--- config.mk ---
export PLATFORM = sky130hd
export DESIGN_NAME = tg_top
export DESIGN_NICKNAME = d
export VERILOG_FILES = /design/src/logic/tg_pkg.sv /design/src/logic/tg_top.sv /design/src/logic/tg_data_gen.sv /design/src/logic/tg_avl_master.sv /design/src/logic/tg_cmd_sequencer.sv /design/src/logic/tg_cmd_fifo.sv
export SDC_FILE = /design/constraint.sdc
export NUM_CORES = 1
export LEC_CHECK = 0
export ABC_CLOCK_PERIOD_IN_PS = 6200
export BUFFER_PORTS_ARGS = -buffer_cell sky130_fd_sc_hd__clkbuf_2
export CELL_PAD_IN_SITES_DETAIL_PLACEMENT = 2
export CELL_PAD_IN_SITES_GLOBAL_PLACEMENT = 2
export CORE_MARGIN = 4
export CORE_UTILIZATION = 45
export CTS_CLUSTER_DIAMETER = 80
export CTS_CLUSTER_SIZE = 40
export DETAILED_ROUTE_END_ITERATION = 10
export HOLD_SLACK_MARGIN = 0.08
export PLACE_DENSITY = 0.77
export SYNTH_ARGS = -nofsm -noshare
export SYNTH_HDL_FRONTEND = slang
export SYNTH_HIERARCHICAL = 1
export SYNTH_SLANG_ARGS = --single-unit
--- constraint.sdc ---
create_clock -name clk -period 6.2 [get_ports clk]
set_clock_uncertainty 0.05 [all_clocks]
set_input_delay 0.93 -clock clk [delete_from_list [all_inputs] [get_ports clk]]
set_output_delay 0.93 -clock clk [all_outputs]
set_load 0.005 [all_outputs]
--- src/logic/tg_pkg.sv ---
/*
 * Traffic generator shared definitions
 * Fixed bus widths, the burst program constants, the LFSR seed and taps,
 * the command FIFO entry and the registered Avalon-MM request bundle
 */
`default_nettype none

package tg_pkg;

   //////////////////////////////////////////////////
   // Bus widths
   //////////////////////////////////////////////////
   localparam int TG_ADDR_WIDTH = 12;
   localparam int TG_SIZE_WIDTH = 4;
   localparam int TG_DATA_WIDTH = 32;
   localparam int TG_BE_WIDTH   = 4;

   // Burst program shape
   localparam int TG_MAX_BURST       = 8;
   localparam int TG_NUM_BURSTS      = 24;
   localparam int TG_BURST_IDX_WIDTH = 5;

   // Command FIFO geometry, depth is a power of two so pointers wrap naturally
   localparam int TG_FIFO_DEPTH     = 8;
   localparam int TG_FIFO_PTR_WIDTH = 3;

   // Galois LFSR, taps 32, 22, 2 and 1 folded into a right-shift mask
   localparam logic [TG_DATA_WIDTH-1:0] TG_LFSR_SEED = 32'hACE1_2468;
   localparam logic [TG_DATA_WIDTH-1:0] TG_LFSR_TAPS = 32'h8020_0003;

   //////////////////////////////////////////////////
   // Command FIFO entry, one per Avalon beat or read
   //////////////////////////////////////////////////
   typedef struct packed {
      logic                     is_write;
      logic                     use_inv_be;
      logic [TG_ADDR_WIDTH-1:0] addr;
      logic [TG_SIZE_WIDTH-1:0] size;
   } tg_cmd_t;

   // Avalon-MM request signals as driven by the master
   typedef struct packed {
      logic                     write_req;
      logic                     read_req;
      logic [TG_ADDR_WIDTH-1:0] addr;
      logic [TG_SIZE_WIDTH-1:0] size;
      logic [TG_DATA_WIDTH-1:0] wdata;
      logic [TG_BE_WIDTH-1:0]   be;
   } tg_avl_req_t;

   // One step of the LFSR
   // The state shifts right and the mask is applied when a one falls out
   function automatic logic [TG_DATA_WIDTH-1:0] tg_lfsr_next(
      input logic [TG_DATA_WIDTH-1:0] state
   );
      logic [TG_DATA_WIDTH-1:0] shifted;
      shifted = state >> 1;
      return state[0] ? (shifted ^ TG_LFSR_TAPS) : shifted;
   endfunction

endpackage

`default_nettype wire
--- src/logic/tg_top.sv ---
/*
 * Traffic generator top level
 * Connects the command sequencer, the Avalon master and the data
 * generator to the Avalon-MM request port
 */
`timescale 1ns/1ps
`default_nettype none

module tg_top import tg_pkg::*; (
   input  logic        clk,
   input  logic        reset_n,
   input  logic        start,
   input  logic        avl_ready,
   output tg_avl_req_t avl_req,
   output logic        done
);

   // Sequencer to master
   logic    do_write;
   logic    do_inv_be_write;
   logic    do_read;
   tg_cmd_t write_cmd;
   tg_cmd_t read_cmd;
   logic    ready;

   // Master to data generator
   logic                     wdata_gen_enable;
   logic                     inv_be_gen_enable;
   logic [TG_DATA_WIDTH-1:0] wdata;
   logic [TG_BE_WIDTH-1:0]   be;
   logic [TG_BE_WIDTH-1:0]   inv_be;

   tg_cmd_sequencer u_sequencer (
      .clk             (clk),
      .reset_n         (reset_n),
      .start           (start),
      .ready           (ready),
      .do_write        (do_write),
      .do_inv_be_write (do_inv_be_write),
      .do_read         (do_read),
      .write_cmd       (write_cmd),
      .read_cmd        (read_cmd),
      .done            (done)
   );

   tg_avl_master u_avl_master (
      .clk               (clk),
      .reset_n           (reset_n),
      .avl_ready         (avl_ready),
      .avl_req           (avl_req),
      .do_write          (do_write),
      .do_inv_be_write   (do_inv_be_write),
      .do_read           (do_read),
      .write_cmd         (write_cmd),
      .read_cmd          (read_cmd),
      .ready             (ready),
      .wdata             (wdata),
      .be                (be),
      .inv_be            (inv_be),
      .wdata_gen_enable  (wdata_gen_enable),
      .inv_be_gen_enable (inv_be_gen_enable)
   );

   tg_data_gen u_data_gen (
      .clk               (clk),
      .reset_n           (reset_n),
      .wdata_gen_enable  (wdata_gen_enable),
      .inv_be_gen_enable (inv_be_gen_enable),
      .wdata             (wdata),
      .be                (be),
      .inv_be            (inv_be)
   );

endmodule

`default_nettype wire

--- src/logic/tg_data_gen.sv ---
/*
 * Write data generator
 * Three Galois LFSRs with a common seed supply write data, byte enables
 * and inverse byte enables. The inverse LFSR replays the byte-enable
 * sequence, so each inverse pass complements its own write pass
 */
`timescale 1ns/1ps
`default_nettype none

module tg_data_gen import tg_pkg::*; (
   input  logic                     clk,
   input  logic                     reset_n,
   input  logic                     wdata_gen_enable,
   input  logic                     inv_be_gen_enable,
   output logic [TG_DATA_WIDTH-1:0] wdata,
   output logic [TG_BE_WIDTH-1:0]   be,
   output logic [TG_BE_WIDTH-1:0]   inv_be
);

   logic [TG_DATA_WIDTH-1:0] wdata_lfsr;
   logic [TG_DATA_WIDTH-1:0] be_lfsr;
   logic [TG_DATA_WIDTH-1:0] inv_be_lfsr;

   // Current values are used first, the step happens on the same edge
   assign wdata  = wdata_lfsr;
   assign be     = be_lfsr[TG_BE_WIDTH-1:0];
   assign inv_be = ~inv_be_lfsr[TG_BE_WIDTH-1:0];

   //////////////////////////////////////////////////
   // LFSR state
   //////////////////////////////////////////////////
   always_ff @(posedge clk) begin
      if (!reset_n) begin
         wdata_lfsr  <= TG_LFSR_SEED;
         be_lfsr     <= TG_LFSR_SEED;
         inv_be_lfsr <= TG_LFSR_SEED;
      end else begin
         // Data and byte enables move together on normal write beats
         if (wdata_gen_enable) begin
            wdata_lfsr <= tg_lfsr_next(wdata_lfsr);
            be_lfsr    <= tg_lfsr_next(be_lfsr);
         end
         // Inverse beats walk their own copy of the byte-enable sequence
         if (inv_be_gen_enable) begin
            inv_be_lfsr <= tg_lfsr_next(inv_be_lfsr);
         end
      end
   end

endmodule

`default_nettype wire

--- src/logic/tg_avl_master.sv ---
/*
 * Avalon-MM master
 * Registers the sequencer strobes, expands each write burst into one
 * FIFO entry per beat and turns the FIFO head into registered Avalon
 * requests. Request fields only change while avl_ready is high
 */
`timescale 1ns/1ps
`default_nettype none

module tg_avl_master import tg_pkg::*; (
   input  logic                     clk,
   input  logic                     reset_n,
   input  logic                     avl_ready,
   output tg_avl_req_t              avl_req,
   input  logic                     do_write,
   input  logic                     do_inv_be_write,
   input  logic                     do_read,
   input  tg_cmd_t                  write_cmd,
   input  tg_cmd_t                  read_cmd,
   output logic                     ready,
   input  logic [TG_DATA_WIDTH-1:0] wdata,
   input  logic [TG_BE_WIDTH-1:0]   be,
   input  logic [TG_BE_WIDTH-1:0]   inv_be,
   output logic                     wdata_gen_enable,
   output logic                     inv_be_gen_enable
);

   typedef enum logic [1:0] {
      IDLE,
      WRITE_BURST,
      INV_WRITE_BURST
   } state_t;

   state_t                   state;
   logic [TG_SIZE_WIDTH-1:0] burst_counter;

   // Accepted strobes and their command fields
   logic    do_write_r;
   logic    do_inv_be_write_r;
   logic    do_read_r;
   logic    any_cmd_r;
   tg_cmd_t write_cmd_r;
   tg_cmd_t read_cmd_r;
   // Address and size of the burst being expanded
   tg_cmd_t last_write_cmd_r;

   // FIFO side
   logic        fifo_push;
   logic        fifo_pop;
   tg_cmd_t     fifo_din;
   tg_cmd_t     fifo_dout;
   logic        fifo_full;
   logic        fifo_empty;
   tg_avl_req_t req_next;

   assign any_cmd_r = do_write_r | do_inv_be_write_r | do_read_r;

   tg_cmd_fifo u_cmd_fifo (
      .clk     (clk),
      .reset_n (reset_n),
      .push    (fifo_push),
      .pop     (fifo_pop),
      .din     (fifo_din),
      .dout    (fifo_dout),
      .full    (fifo_full),
      .empty   (fifo_empty)
   );

   //////////////////////////////////////////////////
   // Strobe capture
   //////////////////////////////////////////////////
   always_ff @(posedge clk) begin
      if (!reset_n) begin
         do_write_r        <= 1'b0;
         do_inv_be_write_r <= 1'b0;
         do_read_r         <= 1'b0;
      end else if (ready) begin
         do_write_r        <= do_write;
         do_inv_be_write_r <= do_inv_be_write;
         do_read_r         <= do_read;
      end
   end

   always_ff @(posedge clk) begin
      if (ready) begin
         write_cmd_r <= write_cmd;
         read_cmd_r  <= read_cmd;
      end
      // Remember the burst fields when its first beat is queued
      if (!fifo_full && state == IDLE && (do_write_r || do_inv_be_write_r))
         last_write_cmd_r <= write_cmd_r;
   end

   //////////////////////////////////////////////////
   // Burst expansion FSM
   //////////////////////////////////////////////////
   always_ff @(posedge clk) begin
      if (!reset_n) begin
         state         <= IDLE;
         burst_counter <= '0;
      end else if (!fifo_full) begin
         case (state)
            IDLE: begin
               if (do_write_r || do_inv_be_write_r) begin
                  // First beat goes in now, the rest are counted here
                  burst_counter <= write_cmd_r.size - 1'b1;
                  if (write_cmd_r.size > TG_SIZE_WIDTH'(1))
                     state <= do_write_r ? WRITE_BURST : INV_WRITE_BURST;
               end
            end
            default: begin
               burst_counter <= burst_counter - 1'b1;
               if (burst_counter == TG_SIZE_WIDTH'(1)) state <= IDLE;
            end
         endcase
      end
   end

   // FIFO entry and ready generation
   always_comb begin
      ready                = 1'b0;
      fifo_push            = 1'b0;
      fifo_din             = last_write_cmd_r;
      fifo_din.is_write    = 1'b0;
      fifo_din.use_inv_be  = 1'b0;
      if (!fifo_full) begin
         if (state == IDLE) begin
            // Any pending command leaves this cycle, so a new one fits
            ready = 1'b1;
            if (do_write_r || do_inv_be_write_r) begin
               fifo_push           = 1'b1;
               fifo_din            = write_cmd_r;
               fifo_din.is_write   = 1'b1;
               fifo_din.use_inv_be = do_inv_be_write_r;
            end else if (do_read_r) begin
               fifo_push           = 1'b1;
               fifo_din            = read_cmd_r;
               fifo_din.is_write   = 1'b0;
               fifo_din.use_inv_be = 1'b0;
            end
         end else begin
            // Remaining beats reuse the stored address and size
            ready               = ~any_cmd_r;
            fifo_push           = 1'b1;
            fifo_din.is_write   = 1'b1;
            fifo_din.use_inv_be = (state == INV_WRITE_BURST);
         end
      end else begin
         ready = ~any_cmd_r;
      end
   end

   //////////////////////////////////////////////////
   // Avalon request stage
   //////////////////////////////////////////////////
   assign fifo_pop = avl_ready & ~fifo_empty;

   // Inverse beats write zero data under the complemented byte enables
   always_comb begin
      req_next.write_req = ~fifo_empty & fifo_dout.is_write;
      req_next.read_req  = ~fifo_empty & ~fifo_dout.is_write;
      req_next.addr      = fifo_dout.addr;
      req_next.size      = fifo_dout.size;
      req_next.wdata     = fifo_dout.use_inv_be ? '0 : wdata;
      req_next.be        = fifo_dout.use_inv_be ? inv_be : be;
   end

   always_ff @(posedge clk) begin
      if (!reset_n) begin
         avl_req.write_req <= 1'b0;
         avl_req.read_req  <= 1'b0;
      end else if (avl_ready) begin
         avl_req <= req_next;
      end
   end

   // Step the generators on each beat that is actually taken
   assign wdata_gen_enable  = fifo_pop & fifo_dout.is_write & ~fifo_dout.use_inv_be;
   assign inv_be_gen_enable = fifo_pop & fifo_dout.is_write & fifo_dout.use_inv_be;

endmodule

`default_nettype wire

--- src/logic/tg_cmd_sequencer.sv ---
/*
 * Command sequencer
 * Walks the fixed burst program and, for every burst, strobes a write,
 * then an inverse byte-enable write, then a read at the same address
 * and size. Raises done once the final read has been taken
 */
`timescale 1ns/1ps
`default_nettype none

module tg_cmd_sequencer import tg_pkg::*; (
   input  logic    clk,
   input  logic    reset_n,
   input  logic    start,
   input  logic    ready,
   output logic    do_write,
   output logic    do_inv_be_write,
   output logic    do_read,
   output tg_cmd_t write_cmd,
   output tg_cmd_t read_cmd,
   output logic    done
);

   // One phase per command of a burst, plus waiting and finished states
   typedef enum logic [2:0] {
      S_IDLE,
      S_WRITE,
      S_INV,
      S_READ,
      S_DONE
   } seq_state_t;

   seq_state_t                    state;
   logic [TG_ADDR_WIDTH-1:0]      addr_q;
   logic [TG_SIZE_WIDTH-1:0]      size_q;
   logic [TG_BURST_IDX_WIDTH-1:0] burst_idx;
   logic                          last_burst;

   assign last_burst = (burst_idx == TG_BURST_IDX_WIDTH'(TG_NUM_BURSTS - 1));

   // Strobes follow the phase directly
   // A phase only moves on when ready is high, so a stalled strobe holds
   assign do_write        = (state == S_WRITE);
   assign do_inv_be_write = (state == S_INV);
   assign do_read         = (state == S_READ);

   // Both the write and the inverse pass use the same command fields
   assign write_cmd = '{is_write:   1'b1,
                        use_inv_be: (state == S_INV),
                        addr:       addr_q,
                        size:       size_q};

   assign read_cmd = '{is_write:   1'b0,
                       use_inv_be: 1'b0,
                       addr:       addr_q,
                       size:       size_q};

   //////////////////////////////////////////////////
   // Program walk
   //////////////////////////////////////////////////
   always_ff @(posedge clk) begin
      if (!reset_n) begin
         state     <= S_IDLE;
         addr_q    <= '0;
         size_q    <= TG_SIZE_WIDTH'(1);
         burst_idx <= '0;
         done      <= 1'b0;
      end else begin
         case (state)
            S_IDLE: begin
               if (start) state <= S_WRITE;
            end
            S_WRITE: begin
               if (ready) state <= S_INV;
            end
            S_INV: begin
               if (ready) state <= S_READ;
            end
            S_READ: begin
               if (ready) begin
                  if (last_burst) begin
                     state <= S_DONE;
                     done  <= 1'b1;
                  end else begin
                     // Next burst starts right after this one in memory
                     addr_q    <= addr_q + TG_ADDR_WIDTH'(size_q);
                     // Sizes cycle 1..TG_MAX_BURST
                     size_q    <= (size_q == TG_SIZE_WIDTH'(TG_MAX_BURST)) ?
                                  TG_SIZE_WIDTH'(1) : size_q + 1'b1;
                     burst_idx <= burst_idx + 1'b1;
                     state     <= S_WRITE;
                  end
               end
            end
            // Program finished, done stays up until reset
            default: state <= S_DONE;
         endcase
      end
   end

endmodule

`default_nettype wire

--- src/logic/tg_cmd_fifo.sv ---
/*
 * Show-ahead command FIFO
 * Register-array FIFO of TG_FIFO_DEPTH command entries. The head entry
 * is always visible on dout while the FIFO is not empty
 */
`timescale 1ns/1ps
`default_nettype none

module tg_cmd_fifo import tg_pkg::*; (
   input  logic    clk,
   input  logic    reset_n,
   input  logic    push,
   input  logic    pop,
   input  tg_cmd_t din,
   output tg_cmd_t dout,
   output logic    full,
   output logic    empty
);

   tg_cmd_t                      mem [TG_FIFO_DEPTH];
   logic [TG_FIFO_PTR_WIDTH-1:0] rd_ptr;
   logic [TG_FIFO_PTR_WIDTH-1:0] wr_ptr;
   logic [TG_FIFO_PTR_WIDTH:0]   count;
   logic                         do_push;
   logic                         do_pop;

   // Ignore a push into a full FIFO and a pop from an empty one
   assign do_push = push & ~full;
   assign do_pop  = pop & ~empty;

   assign full  = (count == (TG_FIFO_PTR_WIDTH + 1)'(TG_FIFO_DEPTH));
   assign empty = (count == '0);

   // Head entry shown without waiting for a pop
   assign dout = mem[rd_ptr];

   // Storage array
   always_ff @(posedge clk) begin
      if (do_push) mem[wr_ptr] <= din;
   end

   // Pointers and occupancy
   always_ff @(posedge clk) begin
      if (!reset_n) begin
         rd_ptr <= '0;
         wr_ptr <= '0;
         count  <= '0;
      end else begin
         if (do_push) wr_ptr <= wr_ptr + 1'b1;
         if (do_pop)  rd_ptr <= rd_ptr + 1'b1;
         // Simultaneous push and pop leaves occupancy unchanged
         case ({do_push, do_pop})
            2'b10:   count <= count + 1'b1;
            2'b01:   count <= count - 1'b1;
            default: count <= count;
         endcase
      end
   end

endmodule

`default_nettype wire

==> results of run 1 <==
==> critical path, delay by kind of cell (launching register included) <==
family / cells / cell delay [ps]
buffers and inverters: 1 / 540
muxes: 3 / 1580
and+or+nand+nor: 2 / 410
DFF: 1 / 1110
==> cells in the final DEF (no fill, tap or decap), types with 5 or more instances in the layout <==
cell type / instances
sky130_fd_sc_hd__dfxtp_1: 144
sky130_fd_sc_hd__nor2_1: 97
sky130_fd_sc_hd__mux2i_1: 90
sky130_fd_sc_hd__o21ai_0: 19
sky130_fd_sc_hd__nand2b_1: 6
sky130_fd_sc_hd__or3_1: 8
sky130_fd_sc_hd__mux2_2: 22
sky130_fd_sc_hd__xnor2_1: 13
sky130_fd_sc_hd__o22ai_1: 17
sky130_fd_sc_hd__clkbuf_2: 58
sky130_fd_sc_hd__a21oi_2: 10
sky130_fd_sc_hd__nand2_1: 67
sky130_fd_sc_hd__and2_1: 7
sky130_fd_sc_hd__nand3_1: 12
sky130_fd_sc_hd__clkbuf_16: 19
sky130_fd_sc_hd__edfxtp_1: 244
sky130_fd_sc_hd__buf_4: 15
sky130_fd_sc_hd__mux4_1: 36
sky130_fd_sc_hd__ha_1: 16
sky130_fd_sc_hd__nor2b_1: 38
sky130_fd_sc_hd__a21oi_1: 35
sky130_fd_sc_hd__xor2_1: 7
sky130_fd_sc_hd__a21boi_0: 5
sky130_fd_sc_hd__nor3b_1: 5
sky130_fd_sc_hd__inv_1: 19
==> path summary, 6_finish.rpt <==
path                                      from                           endpoint  slack [ps]  cells after the start
setup / recovery                     flip-flop             u_data_gen/be_lfsr[26]        2350                      6
hold / removal    u_avl_master/write_cmd_r[10]  u_avl_master/last_write_cmd_r[10]         420                      0
setup reg to reg                     flip-flop             u_data_gen/be_lfsr[26]        2350                      6
hold reg to reg   u_avl_master/write_cmd_r[10]  u_avl_master/last_write_cmd_r[10]         420                      0
==> area by class of cell <==
class	instances	area, sq um
clock inverter	11	124
fill	3221	17200
timing repair buffer	73	403
multi-input combinational	580	4650
clock buffer	21	493
tap	448	561
sequential	389	10200
inverter	20	75.1
==> metrics by stage <==
step                      util [%]  hold slack (ps)  worst slack (ps)  area [sq um]  total power, mW
after floorplan                  -              377              1500         15400             3.56
after CTS                     49.1              428              2290         16500             5.26
after detailed placement      47.2              395              2320         15900             3.78
final                         49.1              423              2350         16500             5.19
after global placement        47.2              379              2520         15900             3.69
after global routing          49.1              435              2070         16500             5.44
==> per-layer routing <==
| layer | up-vias | share of wire (%) | global-route usage (%) |
|---|---|---|---|
| li1 | 3930 | - | - |
| met1 | 4288 | 41 | 22.5 |
| met2 | 127 | 53 | 33.6 |
| met3 | 45 | 3.4 | 2.28 |
| met4 | 0 | 2.5 | 4.75 |
| met5 | - | 0 | 0 |
==> where the power goes <==
part / switching (mW) / internal [mW] / total (mW)
registers: 0.0988 / 2.98 / 3.08
clock network: 0.833 / 0.645 / 1.48
logic: 0.393 / 0.236 / 0.629
total: 1.32 / 3.86 / 5.19
==> sequential cells by signal, indices dropped and copies added (netlist names), 2 cells and up, named ones only <==
register	cells
u_avl_master/last_write_cmd_r	16
u_data_gen/inv_be_lfsr	32
u_data_gen/wdata	32
u_avl_master/state	2
u_avl_master/u_cmd_fifo/mem	144
u_avl_master/avl_req	54
u_sequencer/state	3
u_avl_master/u_cmd_fifo/wr_ptr	3
u_sequencer/addr_q	12
u_avl_master/burst_counter	4
u_avl_master/read_cmd_r	16
u_sequencer/size_q	4
u_avl_master/u_cmd_fifo/rd_ptr	3
u_sequencer/burst_idx	5
u_avl_master/write_cmd_r	16
u_avl_master/u_cmd_fifo/count	4
u_data_gen/be_lfsr	32
==> results.yml, run 1 <==
global_route:
  global_route.usage.total_pct: 18.1
  grt_pass1_vias: 9314
  grt_overflow_total: 0
  antenna_found_initial: 0
  grt_first_pass_wirelength_mm: 54.7
  pin_count_of_the_biggest_net_entering_global_routing: 56
clocking:
  ctsHtreeMaxLevel: 1
  cts-resized-gates: 0
  cts.root.buffer_cell: "sky130_fd_sc_hd__clkbuf_16"
  cts.path.max_buffers: 3
  clock_tree_from_tritoncts: "built"
  numCtsBuffers: 18
  cts.clk_slew.worst_paths_ps: 110
  clkSinkCount: 389
  holdBufCountCts: 0
  cts_setup_buffers: 0
  clock_latency_on_the_worst_skew_pair_ps: 540
routing:
  vias_per_cell: 5.44
  finalWirelength_mm: 34.2
  wire_per_inst_microns: 22.2
  antenna_violating_nets_post_route: 0
  routed-via-count: 8390
  firstDrtPassIters: 4
  first_iter_violations: 427
  drt_drc_violations_left: 0
setup_path:
  worstPathCellList: "mux4_1 -> mux2_2 -> nor2_4 -> buf_4 -> mux2i_1 -> nand2_1"
  worstPathRequired_ps: 6540
  setup.worst_path.class: "reg -> reg"
  arrival_ps: 4190
  crit_path_max_fanout: 39
  critPathLaunchType: "flip-flop"
  worst_path_max_delay_cell: "sky130_fd_sc_hd__dfxtp_2"
  max_stage_delay_ps: 1110
  critical_path.endpoint_type: "flip-flop"
sta:
  period_needed_ps: 3850
  max_slew.worst_pin.slew_ps: 1200
  rsz0062_at_grt: "no"
  setup_tns_ps: 0
  clock.fmax_mhz: 259
  relSlewSlack_pct: 19.9
  finalMaxSlewViolations: 0
  final_hold_viol_count: 0
  period_share_pct: 62.2
  final_setup_vio_count: 0
synth:
  avgSynthCellArea_sq_um: 14.5
  post_synth_design_cell_area_sq_um: 15400
  postSynthCellCount: 1062
  yosys_warning_total: 6
  mappedNetlistNets: 1083
floorplanning:
  top_level_ports: 59
  fp-row-count: 67
  initial_utilization_pct: 45.8
  fp.coreArea_sq_um: 33700
  floorplan.die_area_sq_um: 37300
  horizontal_die_dimension_microns: 193
  fp.dieH_microns: 193
final_layout:
  area_growth_pct: 7.08
  final_cells: 1542
  layout_cells_sized_above_1_pct: 14.4
  finalNetCount: 1103
  antenna_cells_inserted: 0
run_status:
  status: "finished clean"
placement:
  number_of_buffer_cells_added_on_primary_ports: 58
  gp_routability_congestion: 0.677
  dpl.cell_count: 1510
  place_hpwl_mm: 22.7
pwr:
  maximum_vdd_drop_uv: 196
  power_per_cell_area_nw_per_um2: 314
  leakagePower_nw: 5.58
flow_run:
  maxcap_violations: 0
hold_path:
  min_path_type: "reg -> reg"
Power figures use the tool's default switching activity.
==> run 2: changes to the inputs <==
ABC_CLOCK_PERIOD_IN_PS = 3700   (was 6200)
clock period = 3.7 ns   (was 6.2 ns; I/O delays follow)
==> run 2 against run 1 <==
  * Global-route usage increased by 0.22 points
  * Power rose by 67%
  * Critical path depth up 6
  * Count of clock-buffer cells in the layout grew 1
  * Non-clock buffer count grew 7
  * Critical path type unchanged
==> results.yml, run 2 (synthesis results as in run 1) <==
final_layout:
  regMostFlops: "u_avl_master/u_cmd_fifo/mem"
  area_growth_pct: 7.57
  layout.cells.most_common: "sky130_fd_sc_hd__edfxtp_1"
  layout_cells_sized_above_1_pct: 15.1
  nFillCells: 3200
  number_of_flip_flops_in_the_largest_register: 144
  antenna_cells_inserted: 0
  finalNetCount: 1110
  final_cell_mix: "sky130_fd_sc_hd__edfxtp_1, sky130_fd_sc_hd__dfxtp_1, sky130_fd_sc_hd__nor2_1"
  layout_top_registers: "u_avl_master/u_cmd_fifo/mem (144), u_avl_master/avl_req (54)"
routing:
  drt_drc_violations_left: 0
  antenna_violating_nets_post_route: 0
  firstDrtPassIters: 4
  wire_per_inst_microns: 22.4
  first_iter_violations: 448
  vias_per_cell: 5.46
  finalWirelength_mm: 34.7
  routed-via-count: 8460
sta:
  max_slew.worst_pin.slew_ps: 1080
  period_share_pct: 91.5
  period_needed_ps: 3390
  clock.fmax_mhz: 295
  relSlewSlack_pct: 27.3
  setup_tns_ps: 0
  final_setup_vio_count: 0
  rsz0062_at_grt: "no"
  final_hold_viol_count: 0
  finalMaxSlewViolations: 0
placement:
  number_of_buffer_cells_added_on_primary_ports: 58
  place_hpwl_mm: 23.9
  gp_routability_congestion: 0.736
clocking:
  ctsHtreeMaxLevel: 1
  cts-resized-gates: 0
  numCtsBuffers: 18
  clock_tree_from_tritoncts: "built"
  cts.clk_slew.worst_paths_ps: 120
  cts.root.buffer_cell: "sky130_fd_sc_hd__clkbuf_16"
  holdBufCountCts: 0
  clkSinkCount: 389
  cts_setup_buffers: 0
  cts.path.max_buffers: 3
  clock_latency_on_the_worst_skew_pair_ps: 550
setup_path:
  crit_top_cell: "sky130_fd_sc_hd__xor2_1"
  worst_r2r_endpoint: "u_avl_master/u_cmd_fifo/count[2]"
  arrival_ps: 3790
  crit_path_max_fanout: 8
  worstReg2RegStart: "u_avl_master/u_cmd_fifo/count[1]"
  worst_path_max_delay_cell: "sky130_fd_sc_hd__or4b_4"
  max_stage_delay_ps: 610
  r2r_cells: 12
  critPathLaunchType: "flip-flop"
  worstPathCellList: "or4b_4 -> inv_1 -> a21o_2 -> o21ai_1 -> nand2_1 -> ha_2 -> xor2_1 -> ha_1 -> a21oi_1 -> xor2_1 -> or3_1 -> a21boi_0"
  worstPathRequired_ps: 4110
  ff2ff_setup_slack_ps: 310
  setup.worst_path.class: "reg -> reg"
  critical_path.endpoint_type: "flip-flop"
pwr:
  leakagePower_nw: 5.61
  power_per_cell_area_nw_per_um2: 522
  design_power_total_mw: 8.68
  maximum_vdd_drop_uv: 312
hold_path:
  holdPathEnd: "u_sequencer/state[0]"
  min_from: "start"
  hold_path_depth: 3
  min_path_type: "in -> reg"
global_route:
  grt_pass1_vias: 9421
  grt_first_pass_wirelength_mm: 55.1
  antenna_found_initial: 1
  grt_overflow_total: 0
  global_route.usage.total_pct: 18.4
  pin_count_of_the_biggest_net_entering_global_routing: 55
floorplanning:
  fp.dieH_microns: 193
  top_level_ports: 59
  horizontal_die_dimension_microns: 193
  fp-row-count: 67
  floorplan.die_area_sq_um: 37300
  fp.coreArea_sq_um: 33700
  initial_utilization_pct: 45.8
flow_run:
  maxcap_violations: 0
run_status:
  status: "finished clean"
## run 2: cell count changes in the layout (fill, tap and decap cells not counted), sizes merged
cell | previous run | this run
bufinv | 1 | 0
buf | 15 | 22
clkbuf | 79 | 80
clkinv | 6 | 5
clkinvlp | 0 | 1
## run 2: cell type report
| cell class | instances | area (sq um) | share of cell area [%] |
|---|---|---|---|
| clock buffer | 22 | 497 | 2.99 |
| clock inverter | 10 | 115 | 0.693 |
| inverter | 20 | 75.1 | 0.452 |
| multi-input combinational | 580 | 4660 | 28.0 |
| sequential | 389 | 10200 | 61.6 |
| tap | 448 | 561 | 3.37 |
| timing repair buffer | 80 | 480 | 2.89 |
## run 2: worst max path at each step
stage | startpoint | to | cells after the start
after floorplan | u_avl_master/do_read_r | u_sequencer/addr_q[6] | 5
after global placement | u_avl_master/u_cmd_fifo/count[1] | u_avl_master/u_cmd_fifo/count[2] | 12
after detailed placement | u_avl_master/u_cmd_fifo/count[1] | u_avl_master/u_cmd_fifo/count[2] | 12
after CTS | u_avl_master/u_cmd_fifo/count[1] | u_avl_master/u_cmd_fifo/count[2] | 12
after global routing | u_avl_master/u_cmd_fifo/count[1] | u_avl_master/u_cmd_fifo/count[2] | 12
final | u_avl_master/u_cmd_fifo/count[1] | u_avl_master/u_cmd_fifo/count[2] | 12
## run 2: critical path: cells and delay by family (launching register included)
family / cells / cell delay, ps
buffers and inverters: 1 / 210
xor gates and xnor gates: 2 / 350
adders and majority gates: 2 / 470
and+or+nand+nor: 3 / 1140
AOI/OAI and AO/OA: 4 / 680
DFF: 1 / 410
## run 2: layer usage
metal  part of all wire (%)  GRT usage, %  vias to the layer above
li1                       -             -                     3945
met1                     41          22.3                     4346
met2                     54          35.0                      123
met3                    2.6          1.98                       44
met4                    2.4          4.38                        2
met5                  0.020             0                        -
## run 2: per-stage QoR
| step | instances | instance area, sq um | utilization, % | hold slack, ps | setup WS (ps) |
|---|---|---|---|---|---|
| final | 1549 | 16600 | 49.3 | 224 | 313 |
| after global routing | 1549 | 16600 | 49.3 | 260 | 55.1 |
| after CTS | 1549 | 16600 | 49.3 | 209 | 109 |
| after detailed placement | 1517 | 16000 | 47.5 | 394 | 214 |
| after global placement | 1517 | 16000 | 47.5 | 380 | 494 |
| after floorplan | 1062 | 15400 | - | 377 | 249 |
## run 2: report_power, final
part	leakage, nW	switching, mW	internal, mW
Clock	0.295	1.41	1.03
Combinational	1.81	0.690	0.412
Sequential	3.50	0.150	4.99
==> run 3: changes to the inputs <==
BUFFER_PORTS_ARGS = not set   (was -buffer_cell sky130_fd_sc_hd__clkbuf_2)
CORE_UTILIZATION = 46   (was 45)
DONT_BUFFER_PORTS = 1   (was not set)
==> run 3 against run 2 <==
  * Sequential share of layout area grew 0.98 points
  * Clock power increased by 5%
  * Final cell count decreased by 4.2%
  * Power increased by 0.81%
  * Hold slack worse by 100 ps
  * Register-to-register slack improved by 80 ps
  * Die area shrank 2.1%
  * Cell area is 1.6% lower
  * Maximum frequency grew 2.3%
  * Critical path type unchanged
  * Largest cell class unchanged
  * Largest power group unchanged
==> results.yml, run 3 (synthesis results as in run 1) <==
run_status:
  status: "finished clean"
global_route:
  pin_count_of_the_biggest_net_entering_global_routing: 70
  grt_overflow_total: 0
  antenna_found_initial: 1
  grt.met2_usage_pct: 36.4
  global_route.usage.total_pct: 19.4
  grt_pass1_vias: 8970
  globalRouteMet3Util_pct: 2.01
  grt_first_pass_wirelength_mm: 54.8
  global_route.usage.met1_pct: 24.3
  globalRoute.busiestLayer: "met2"
hold_path:
  hold_path_depth: 1
  min_path_type: "in -> reg"
clocking:
  numCtsBuffers: 18
  clkSinkCount: 389
  clock_latency_on_the_worst_skew_pair_ps: 550
  cts.path.max_buffers: 3
  cts.clk_slew.worst_paths_ps: 110
  cts.root.buffer_cell: "sky130_fd_sc_hd__clkbuf_16"
  clock_tree_from_tritoncts: "built"
  ctsHtreeMaxLevel: 1
placement:
  gp_routability_congestion: 0.721
  dpl-instance-area_sq_um: 15700
  dpl.cell_count: 1450
  place_hpwl_mm: 22.3
  preCtsSetupSlack_ps: 307
  number_of_buffer_cells_added_on_primary_ports: 0
routing:
  vias_per_cell: 5.63
  antenna_violating_nets_post_route: 0
  drt_drc_violations_left: 0
  routed-via-count: 8351
  first_iter_violations: 522
  firstDrtPassIters: 5
  wire_per_inst_microns: 23.9
  finalWirelength_mm: 35.4
pwr:
  power.share.clock_pct: 29.1
  internal-power_mw: 6.43
  power_per_cell_area_nw_per_um2: 535
  p_switching_mw: 2.32
  p_seq_share_pct: 58.9
  swShare_pct: 26.5
  leakagePower_nw: 5.38
  comb_power_share_pct: 12.0
  maximum_vdd_drop_uv: 297
final_layout:
  number_of_flip_flops_in_the_largest_register: 144
  finish.instance_area_sq_um: 16400
  layout_cells_sized_above_1_pct: 10.2
  postLayoutCoreUtil_pct: 49.8
  layout_top_registers: "u_avl_master/u_cmd_fifo/mem (144), u_avl_master/avl_req (54)"
  finalNetCount: 1051
  area_growth_pct: 5.90
  layout.cells.most_common: "sky130_fd_sc_hd__edfxtp_1"
  final_cells: 1484
  regMostFlops: "u_avl_master/u_cmd_fifo/mem"
  final_cell_mix: "sky130_fd_sc_hd__edfxtp_1, sky130_fd_sc_hd__dfxtp_1, sky130_fd_sc_hd__nor2_1"
  antenna_cells_inserted: 0
setup_path:
  crit_path_max_fanout: 8
  max_stage_delay_ps: 580
  critPathCapture: "u_avl_master/u_cmd_fifo/count[2]"
  ff2ff_setup_slack_ps: 390
  arrival_ps: 3730
  critPathTopFamily: "simple AND/OR/NAND/NOR gates"
  critical_path.endpoint_type: "flip-flop"
  critPathLaunchType: "flip-flop"
  setup.worst_path.class: "reg -> reg"
  worst_path_max_delay_cell: "sky130_fd_sc_hd__or4b_4"
  launch_point_of_the_critical_path: "u_avl_master/u_cmd_fifo/count[2]"
  r2r_cells: 12
  worst_r2r_endpoint: "u_avl_master/u_cmd_fifo/count[2]"
  timing.critical_path.buf_inv: 1
  cp.depth: 12
  worstPathCellList: "or4b_4 -> inv_1 -> a21o_2 -> o21ai_0 -> nand2_1 -> ha_1 -> xor2_1 -> ha_1 -> a21oi_1 -> xor2_1 -> or3_1 -> a21boi_0"
  worstReg2RegStart: "u_avl_master/u_cmd_fifo/count[2]"
  worstPathRequired_ps: 4120
floorplanning:
  fp.coreArea_sq_um: 32900
  fp-row-count: 66
  initial_utilization_pct: 47.0
  fp.dieH_microns: 191
  top_level_ports: 59
  horizontal_die_dimension_microns: 191
  floorplan.die_area_sq_um: 36600
sta:
  period_needed_ps: 3310
  max_slew.worst_pin.slew_ps: 1210
  period_share_pct: 89.5
  finalMaxSlewViolations: 0
  clock.fmax_mhz: 302
  rsz0062_at_grt: "no"
  final_critical_path_setup_slack_ps: 390
  setup_tns_ps: 0
  final_hold_viol_count: 0
  final_setup_vio_count: 0
  relSlewSlack_pct: 18.8
flow_run:
  maxcap_violations: 0
## run 3: cell types whose count changed in the layout (fill, tap and decap cells not counted), sizes merged
| cell | delta |
|---|---|
| buf | -2 |
| clkbuf | -59 |
| dlygate4sd3 | +1 |
| inv | +1 |
## run 3: metal layers
layer,wire length (microns),vias to the layer above
met2,18900,132
met1,15100,4363
met4,562,0
li1,-,3822
met5,0,-
met3,886,34
## run 3: worst register-to-register path: stages (launching register included)
cell and delay, ps:
sky130_fd_sc_hd__dfxtp_1 400, sky130_fd_sc_hd__or4b_4 580, sky130_fd_sc_hd__inv_1 210, sky130_fd_sc_hd__a21o_2 210
sky130_fd_sc_hd__o21ai_0 200, sky130_fd_sc_hd__nand2_1 220, sky130_fd_sc_hd__ha_1 310, sky130_fd_sc_hd__xor2_1 110
sky130_fd_sc_hd__ha_1 190, sky130_fd_sc_hd__a21oi_1 170, sky130_fd_sc_hd__xor2_1 100, sky130_fd_sc_hd__or3_1 310
sky130_fd_sc_hd__a21boi_0 180
## run 3: through the flow
step           power (mW)  hold WS, ps
4_1_cts              8.86         84.6
6_report             8.75          119
3_3_place_gp         6.15          380
5_1_grt              9.16         88.1
2_1_floorplan        5.97          377
3_5_place_dp         6.28          396
## run 3: worst min path at each step
stage | startpoint | end | slack (ps)
floorplan | u_avl_master/write_cmd_r[10] | u_avl_master/last_write_cmd_r[10] | 380
global placement | u_avl_master/write_cmd_r[6] | u_avl_master/last_write_cmd_r[6] | 380
detailed placement | u_avl_master/write_cmd_r[4] | u_avl_master/last_write_cmd_r[4] | 400
CTS | reset_n | u_avl_master/do_write_r | 80
global route | reset_n | u_data_gen/wdata[1] | 90
finish | reset_n | u_avl_master/do_write_r | 120
## run 3: power by group through the flow
stage / registers [mW] / clock network [mW] / logic [mW]
global route: 5.18 / 2.83 / 1.15
CTS: 5.16 / 2.64 / 1.06
floorplan: 5.17 / 0 / 0.794
finish: 5.15 / 2.55 / 1.05
detailed placement: 5.25 / 0 / 1.03
global placement: 5.22 / 0 / 0.932
## run 3: repair_timing
item                                   CTS  global route
gates resized for setup                  0             1
setup buffers                            0             0
setup endpoints to repair                0             1
hold buffers                             2             0
endpoints found under the hold margin   34             0
## run 3: layout make-up
| type | instances | area (sq um) |
|---|---|---|
| Fill cell | 3093 | 16500 |
| Sequential cell | 389 | 10200 |
| Multi-Input combinational cell | 580 | 4650 |
| Tap cell | 442 | 553 |
| Clock buffer | 21 | 493 |
| Timing Repair Buffer | 21 | 185 |
| Clock inverter | 11 | 165 |
| Inverter | 20 | 75.1 |
